==> src/common/conv_pkg.sv <==
`default_nettype none

package conv_pkg;

  // pixel and coefficient formats, both unsigned
  localparam int PIX_W  = 8;
  localparam int COEF_W = 8;

  // 3x3 kernel, taps numbered row-major from the top-left
  localparam int TAPS = 9;

  // fixed frame geometry
  localparam int IMG_W = 16;
  localparam int IMG_H = 8;
  localparam int COL_W = $clog2(IMG_W);
  localparam int ROW_W = $clog2(IMG_H);

  // datapath widths through the multiply and the adder tree
  localparam int PROD_W = PIX_W + COEF_W;

  // nine full-scale products need four bits above the product width
  localparam int SUM_W = 20;

  // normalize shift amount
  localparam int SHIFT_W = 4;

  // coefficient write address
  localparam int TAP_ADDR_W = 4;

endpackage

`default_nettype wire
==> src/hdl/conv3x3_top.sv <==
`timescale 1ns/1ps
`default_nettype none

module conv3x3_top import conv_pkg::*; (
  input  wire                   clk,
  input  wire                   reset,
  input  wire  [PIX_W-1:0]      pixel,
  input  wire                   pixel_valid,
  input  wire                   frame_start,
  input  wire                   kernel_we,
  input  wire  [TAP_ADDR_W-1:0] kernel_addr,
  input  wire  [COEF_W-1:0]     kernel_data,
  input  wire                   kernel_commit,
  input  wire  [SHIFT_W-1:0]    norm_shift,
  output logic [PIX_W-1:0]      out_pixel,
  output logic                  out_valid
);

  logic [PIX_W-1:0]  win_0, win_1, win_2, win_3, win_4, win_5, win_6, win_7, win_8;
  logic              win_valid;
  logic [COEF_W-1:0] coef_0, coef_1, coef_2, coef_3, coef_4, coef_5, coef_6, coef_7;
  logic [COEF_W-1:0] coef_8;
  logic [SUM_W-1:0]  sum;
  logic              sum_valid;

  window_gen window_gen_inst (
    .clk(clk), .reset(reset),
    .pixel(pixel), .pixel_valid(pixel_valid), .frame_start(frame_start),
    .win_0(win_0), .win_1(win_1), .win_2(win_2),
    .win_3(win_3), .win_4(win_4), .win_5(win_5),
    .win_6(win_6), .win_7(win_7), .win_8(win_8),
    .win_valid(win_valid)
  );

  kernel_bank kernel_bank_inst (
    .clk(clk), .reset(reset),
    .kernel_we(kernel_we), .kernel_addr(kernel_addr),
    .kernel_data(kernel_data), .kernel_commit(kernel_commit),
    .coef_0(coef_0), .coef_1(coef_1), .coef_2(coef_2),
    .coef_3(coef_3), .coef_4(coef_4), .coef_5(coef_5),
    .coef_6(coef_6), .coef_7(coef_7), .coef_8(coef_8)
  );

  conv_mac conv_mac_inst (
    .clk(clk), .reset(reset),
    .win_0(win_0), .win_1(win_1), .win_2(win_2),
    .win_3(win_3), .win_4(win_4), .win_5(win_5),
    .win_6(win_6), .win_7(win_7), .win_8(win_8),
    .win_valid(win_valid),
    .coef_0(coef_0), .coef_1(coef_1), .coef_2(coef_2),
    .coef_3(coef_3), .coef_4(coef_4), .coef_5(coef_5),
    .coef_6(coef_6), .coef_7(coef_7), .coef_8(coef_8),
    .sum(sum), .sum_valid(sum_valid)
  );

  pixel_normalize pixel_normalize_inst (
    .clk(clk), .reset(reset),
    .sum(sum), .sum_valid(sum_valid), .norm_shift(norm_shift),
    .out_pixel(out_pixel), .out_valid(out_valid)
  );

endmodule

`default_nettype wire

==> src/hdl/pixel_normalize.sv <==
`timescale 1ns/1ps
`default_nettype none

module pixel_normalize import conv_pkg::*; (
  input  wire                clk,
  input  wire                reset,
  input  wire  [SUM_W-1:0]   sum,
  input  wire                sum_valid,
  input  wire  [SHIFT_W-1:0] norm_shift,
  output logic [PIX_W-1:0]   out_pixel,
  output logic               out_valid
);

  logic [SUM_W-1:0] shifted;
  logic             overflow;

  assign shifted  = sum >> norm_shift;
  // anything above the pixel range clamps to full white
  assign overflow = |shifted[SUM_W-1:PIX_W];

  always_ff @(posedge clk) begin
    if (sum_valid) begin
      out_pixel <= overflow ? {PIX_W{1'b1}} : shifted[PIX_W-1:0];
    end
  end

  always_ff @(posedge clk) begin
    if (reset) begin
      out_valid <= 1'b0;
    end else begin
      out_valid <= sum_valid;
    end
  end

  a_out_valid_known: assert property (
    @(posedge clk) disable iff (reset)
    !$isunknown(out_valid)
  );

endmodule

`default_nettype wire

==> src/conv_engine/conv_mac.sv <==
`timescale 1ns/1ps
`default_nettype none

module conv_mac import conv_pkg::*; (
  input  wire               clk,
  input  wire               reset,
  input  wire  [PIX_W-1:0]  win_0,
  input  wire  [PIX_W-1:0]  win_1,
  input  wire  [PIX_W-1:0]  win_2,
  input  wire  [PIX_W-1:0]  win_3,
  input  wire  [PIX_W-1:0]  win_4,
  input  wire  [PIX_W-1:0]  win_5,
  input  wire  [PIX_W-1:0]  win_6,
  input  wire  [PIX_W-1:0]  win_7,
  input  wire  [PIX_W-1:0]  win_8,
  input  wire               win_valid,
  input  wire  [COEF_W-1:0] coef_0,
  input  wire  [COEF_W-1:0] coef_1,
  input  wire  [COEF_W-1:0] coef_2,
  input  wire  [COEF_W-1:0] coef_3,
  input  wire  [COEF_W-1:0] coef_4,
  input  wire  [COEF_W-1:0] coef_5,
  input  wire  [COEF_W-1:0] coef_6,
  input  wire  [COEF_W-1:0] coef_7,
  input  wire  [COEF_W-1:0] coef_8,
  output logic [SUM_W-1:0]  sum,
  output logic              sum_valid
);

  logic [PIX_W-1:0]  win  [TAPS];
  logic [COEF_W-1:0] coef [TAPS];
  logic [PROD_W-1:0] prod [TAPS];
  logic [PROD_W:0]   pair [5];
  logic              prod_valid;
  logic              pair_valid;

  assign win  = '{win_0, win_1, win_2, win_3, win_4, win_5, win_6, win_7, win_8};
  assign coef = '{coef_0, coef_1, coef_2, coef_3, coef_4, coef_5, coef_6, coef_7,
                  coef_8};

  // stage 1 registers the nine products
  always_ff @(posedge clk) begin
    for (int i = 0; i < TAPS; i++) begin
      prod[i] <= PROD_W'(win[i]) * PROD_W'(coef[i]);
    end
  end

  // stage 2 adds neighbouring products, tap 8 rides along alone
  always_ff @(posedge clk) begin
    pair[0] <= {1'b0, prod[0]} + {1'b0, prod[1]};
    pair[1] <= {1'b0, prod[2]} + {1'b0, prod[3]};
    pair[2] <= {1'b0, prod[4]} + {1'b0, prod[5]};
    pair[3] <= {1'b0, prod[6]} + {1'b0, prod[7]};
    pair[4] <= {1'b0, prod[8]};
  end

  // stage 3 finishes the tree at full width
  always_ff @(posedge clk) begin
    sum <= SUM_W'(pair[0]) + SUM_W'(pair[1]) + SUM_W'(pair[2]) + SUM_W'(pair[3]) +
           SUM_W'(pair[4]);
  end

  always_ff @(posedge clk) begin
    if (reset) begin
      prod_valid <= 1'b0;
      pair_valid <= 1'b0;
      sum_valid  <= 1'b0;
    end else begin
      prod_valid <= win_valid;
      pair_valid <= prod_valid;
      sum_valid  <= pair_valid;
    end
  end

  // a valid sum never carries unknown bits from the window or the kernel
  a_sum_known: assert property (
    @(posedge clk) disable iff (reset)
    sum_valid |-> !$isunknown(sum)
  );

endmodule

`default_nettype wire

==> src/hdl/kernel_bank.sv <==
`timescale 1ns/1ps
`default_nettype none

module kernel_bank import conv_pkg::*; (
  input  wire                   clk,
  input  wire                   reset,
  input  wire                   kernel_we,
  input  wire  [TAP_ADDR_W-1:0] kernel_addr,
  input  wire  [COEF_W-1:0]     kernel_data,
  input  wire                   kernel_commit,
  output logic [COEF_W-1:0]     coef_0,
  output logic [COEF_W-1:0]     coef_1,
  output logic [COEF_W-1:0]     coef_2,
  output logic [COEF_W-1:0]     coef_3,
  output logic [COEF_W-1:0]     coef_4,
  output logic [COEF_W-1:0]     coef_5,
  output logic [COEF_W-1:0]     coef_6,
  output logic [COEF_W-1:0]     coef_7,
  output logic [COEF_W-1:0]     coef_8
);

  logic [COEF_W-1:0] shadow [TAPS];
  logic [COEF_W-1:0] active [TAPS];

  // software loads the shadow set while the active set keeps feeding the engine
  always_ff @(posedge clk) begin
    if (reset) begin
      shadow <= '{default: '0};
      active <= '{default: '0};
    end else begin
      if (kernel_we && (kernel_addr < TAP_ADDR_W'(TAPS))) begin
        shadow[kernel_addr] <= kernel_data;
      end
      // all nine taps switch in the same cycle
      if (kernel_commit) begin
        active <= shadow;
      end
    end
  end

  assign coef_0 = active[0];
  assign coef_1 = active[1];
  assign coef_2 = active[2];
  assign coef_3 = active[3];
  assign coef_4 = active[4];
  assign coef_5 = active[5];
  assign coef_6 = active[6];
  assign coef_7 = active[7];
  assign coef_8 = active[8];

  a_addr_in_range: assert property (
    @(posedge clk) disable iff (reset)
    kernel_we |-> (kernel_addr < TAP_ADDR_W'(TAPS))
  );

endmodule

`default_nettype wire

==> src/window_gen/window_gen.sv <==
`timescale 1ns/1ps
`default_nettype none

module window_gen import conv_pkg::*; (
  input  wire              clk,
  input  wire              reset,
  input  wire  [PIX_W-1:0] pixel,
  input  wire              pixel_valid,
  input  wire              frame_start,
  output logic [PIX_W-1:0] win_0,
  output logic [PIX_W-1:0] win_1,
  output logic [PIX_W-1:0] win_2,
  output logic [PIX_W-1:0] win_3,
  output logic [PIX_W-1:0] win_4,
  output logic [PIX_W-1:0] win_5,
  output logic [PIX_W-1:0] win_6,
  output logic [PIX_W-1:0] win_7,
  output logic [PIX_W-1:0] win_8,
  output logic             win_valid
);

  logic [COL_W-1:0] col_cnt;
  logic [ROW_W-1:0] row_cnt;
  logic [COL_W-1:0] cur_col;
  logic [ROW_W-1:0] cur_row;
  logic             window_full;

  // line1 holds the previous line, line2 the one before it
  logic [PIX_W-1:0] line1 [IMG_W];
  logic [PIX_W-1:0] line2 [IMG_W];

  // the first pixel of a frame always sits at row 0, column 0
  assign cur_col = frame_start ? '0 : col_cnt;
  assign cur_row = frame_start ? '0 : row_cnt;

  assign window_full = (cur_col >= COL_W'(2)) && (cur_row >= ROW_W'(2));

  always_ff @(posedge clk) begin
    if (reset) begin
      col_cnt   <= '0;
      row_cnt   <= '0;
      win_valid <= 1'b0;
    end else begin
      win_valid <= pixel_valid && window_full;
      if (pixel_valid) begin
        if (cur_col == COL_W'(IMG_W - 1)) begin
          col_cnt <= '0;
          row_cnt <= cur_row + ROW_W'(1);
        end else begin
          col_cnt <= cur_col + COL_W'(1);
          row_cnt <= cur_row;
        end
      end
    end
  end

  // line delays are addressed by column, so each entry ages by exactly one line
  always_ff @(posedge clk) begin
    if (pixel_valid) begin
      line2[cur_col] <= line1[cur_col];
      line1[cur_col] <= pixel;
    end
  end

  // shift the window one column left, the new column enters on the right
  always_ff @(posedge clk) begin
    if (pixel_valid) begin
      win_0 <= win_1;
      win_1 <= win_2;
      win_2 <= line2[cur_col];
      win_3 <= win_4;
      win_4 <= win_5;
      win_5 <= line1[cur_col];
      win_6 <= win_7;
      win_7 <= win_8;
      win_8 <= pixel;
    end
  end

  // a frame start outside a pixel strobe would leave the counters out of step
  a_frame_start_with_valid: assert property (
    @(posedge clk) disable iff (reset)
    frame_start |-> pixel_valid
  );

endmodule

`default_nettype wire

==> config.mk <==
export PLATFORM = sky130hd
export DESIGN_NAME = conv3x3_top
export DESIGN_NICKNAME = d
export VERILOG_FILES = /design/src/common/conv_pkg.sv /design/src/hdl/conv3x3_top.sv /design/src/hdl/pixel_normalize.sv /design/src/conv_engine/conv_mac.sv /design/src/hdl/kernel_bank.sv /design/src/window_gen/window_gen.sv
export SDC_FILE = /design/constraint.sdc
export NUM_CORES = 2
export LEC_CHECK = 0
export BUFFER_PORTS_ARGS = -buffer_cell sky130_fd_sc_hd__buf_4
export CAP_MARGIN = 20
export CORE_ASPECT_RATIO = 0.9
export CORE_UTILIZATION = 40
export CTS_BUF_LIST = sky130_fd_sc_hd__clkbuf_2
export DETAILED_ROUTE_END_ITERATION = 6
export SLEW_MARGIN = 20
export SYNTH_ARGS = -nofsm -noshare
export SYNTH_HDL_FRONTEND = slang
export SYNTH_SLANG_ARGS = --single-unit
==> constraint.sdc <==
create_clock -name clk -period 6.4 [get_ports clk]
set_input_delay 1.28 -clock clk [delete_from_list [all_inputs] [get_ports clk]]
set_output_delay 1.28 -clock clk [all_outputs]
set_load 0.02 [all_outputs]
==> results.yml <==
place:
  dp_hpwl_um: 83000
  placed_area_mm2: 0.0504
  gp_congestion: 0.871
  io_buffers: 38
  place_ws_ps: 1710
worst_setup_path:
  start_kind: "flop"
  regToRegSetupSlack_ps: 1640
  cp_max_fo: 9
  crit_chain: "and2_1, fa_1, fa_1, fa_1, inv_1, fa_1, inv_1, ha_1, o211ai_1, a31oi_1, mux2i_1, a2111oi_0"
  cp_slowest_cell: "a2111oi_0"
  required_ps: 7620
  critPathTopFamily: "adder cells"
  critical_path_class: "reg2reg"
  worstSetupEndpointType: "flop"
  crit_path_frequent_cell: "fa_1"
  worst-path-buf-inv: 2
  crit_arrival_ps: 5980
  slowest_delay_ps: 660
synth:
  ys_seq_area_share_pct: 37.7
  ys_types: 71
  syn_avg_cell_area_um2: 10.7
  synthCells: 4493
  synth_flop_cell: "dfxtp_1"
  synth_fp_nets: 5315
  ys_warn_count: 0
  synth_seq_cells: 740
  synth_edf_count: 336
  async_reset_ff_share_pct: 0
  synthesis.area_mm2: 0.0482
cells_and_area:
  synthToLayoutAreaGrowth_pct: 8.52
  drive_gt1_share_pct: 8.45
  final_nets: 5480
  fin_area_mm2: 0.0524
  final_common_cell: "inv_1"
  final_cell_mix: "624 x inv_1, 471 x and2_1, 415 x ha_1"
  utilization_pct: 43.9
grt:
  grt_pass1_vias: 31950
  overflow: 0
  antenna_found_initial: 8
  grt_first_pass_wirelength_um: 180000
  grt_max_degree: 83
  grt_use_total_pct: 18.8
pwr:
  power_density_mw_per_mm2: 177
  finalPower_mw: 9.25
  vdd_drop_max_v: 0.000149
  leakagePower_nw: 24.3
clock_tree:
  clockBufferDepth: 3
  clk_root_buffer_cell: "clkbuf_2"
  cts_tree: "done"
  cts-resized-gates: 0
  clock_latency_ps: 1480
  htreeDepth: 4
  clock_sinks: 740
  cts_buffers: 187
  path_clk_slew_ps: 100
timing:
  setup_slack_ps: 1640
  drv_slew: 0
  tightestPinTransition_ps: 1100
  max_freq_mhz: 210
  slew_headroom_pct: 26.7
  finalHoldViolations: 0
  min_period_ps: 4760
  finalClockSkew_ps: 98.8
  finalCritPeriodShare_pct: 74.4
  fin_tns_setup_ps: 0
  rsz0062_at_grt: "no"
  setup_viol: 0
outcome:
  outcome: "complete, no violations"
route:
  first_pass_iters: 5
  drt_wl_total_um: 114000
  vias_per_cell: 5.02
  drc_errors: 0
  ant_nets: 0
  wire_per_inst_um: 17.8
  vias: 32022
  first_iter_violations: 1779
die:
  die_height_um: 331
  dieArea_mm2: 0.122
  initial_core_util_pct: 40.4
  row_count: 120
  io_pins: 39
  core_area_mm2: 0.119
  die_w_um: 368
run:
  cap_violations: 0
hold_path:
  worstHoldPathType: "in2reg"
-- Yosys cell counts, types with 10 or more instances --
cell / n / share of area [%]
o31a_1: 16 / 0.29
a21o_1: 35 / 0.54
nand3_1: 35 / 0.36
ha_1: 415 / 11
nand2b_1: 10 / 0.13
dfxtp_1: 404 / 17
inv_1: 624 / 4.9
mux2i_1: 222 / 4.6
mux4_2: 20 / 0.93
o211ai_1: 27 / 0.42
o21bai_1: 12 / 0.19
nor2b_1: 104 / 1.3
o21ai_1: 12 / 0.12
o21ai_0: 65 / 0.67
nand2_1: 192 / 1.5
a31oi_1: 14 / 0.18
nor4_1: 14 / 0.18
edfxtp_1: 336 / 21
clkbuf_1: 76 / 0.59
o311ai_1: 10 / 0.18
nor3_1: 59 / 0.61
a211o_1: 12 / 0.22
and3_1: 14 / 0.18
nor2_1: 313 / 2.4
xnor2_1: 91 / 1.7
buf_1: 13 / 0.10
o21a_1: 44 / 0.68
or4_1: 25 / 0.39
xor2_1: 28 / 0.51
fa_1: 377 / 16
a211oi_1: 159 / 2.5
nand4_1: 10 / 0.13
nand3b_1: 20 / 0.31
a21oi_1: 92 / 0.95
and2_1: 471 / 6.1
o41ai_1: 11 / 0.20
-- final timing paths --
kind,startpoint,endpoint,cells after the start
max,window_gen_inst.win_1[6],conv_mac_inst.prod[0][31],12
min,norm_shift[3],pixel_normalize_inst.out_pixel[4],3
min reg2reg,conv_mac_inst.prod[0][135],conv_mac_inst.pair[0][75],0
max reg2reg,window_gen_inst.win_1[6],conv_mac_inst.prod[0][31],12
-- worst min-delay path, delay by kind of cell --
kind	cells	cell delay, ps
buffers and inverters	1	120
AOI/OAI and AO/OA	2	210
-- timing repair --
item	in CTS	in global routing
hold buffers	10	0
hold endpoints to repair	135	0
buffers inserted	0	0
-- final cells by class --
class / count / area (um2)
well taps: 1586 / 1980
flip-flops and latches: 740 / 18200
clock buffers: 258 / 1290
repair buffers: 75 / 588
inverters: 628 / 2360
clock inverters: 66 / 548
fillers: 11385 / 67000
multi-input cells: 3026 / 27400
diodes: 4 / 10.0
-- sequential cells by signal, summed over array words and instances, names as in the netlist, 20 cells and up --
signal / flops
conv_mac_inst.prod: 144
window_gen_inst.line1: 128
window_gen_inst.line2: 128
conv_mac_inst.pair: 84
kernel_bank_inst.shadow: 72
conv_mac_inst.sum: 20
-- logic make-up (layout without fill, tap and decap cells) --
group,Yosys count,after routing,share of synthesized area (%)
simple gates,1307,1307,14.3
fa+ha+maj,792,792,26.4
flops,740,740,37.7
buf+inv,727,1027,5.71
compound gates,564,564,8.17
mux,244,244,5.59
xor+xnor,119,119,2.16
other cells,0,4,0
-- power by group --
part           switching [mW]  leakage [nW]  internal [mW]
registers               0.130          6.35           5.06
logic                   0.380          16.6          0.229
clock network            1.98          1.33           1.48
-- metal layers --
metal	part of all wire [%]	vias to the layer above	global-route usage (%)
li1	-	15620	-
met1	48	15611	26.1
met2	46	628	29.9
met3	4.1	163	2.94
met4	2.4	0	6.38
met5	0	-	0
-- per-stage QoR --
step / hold slack [ps] / cells
4_1_cts: 8.78 / 6379
3_5_place_dp: 313 / 6045
6_report: 263 / 6383
3_3_place_gp: 311 / 6045
2_1_floorplan: 310 / 4493
5_1_grt: 102 / 6381
No activity file was read; power rests on OpenSTA's default activity.
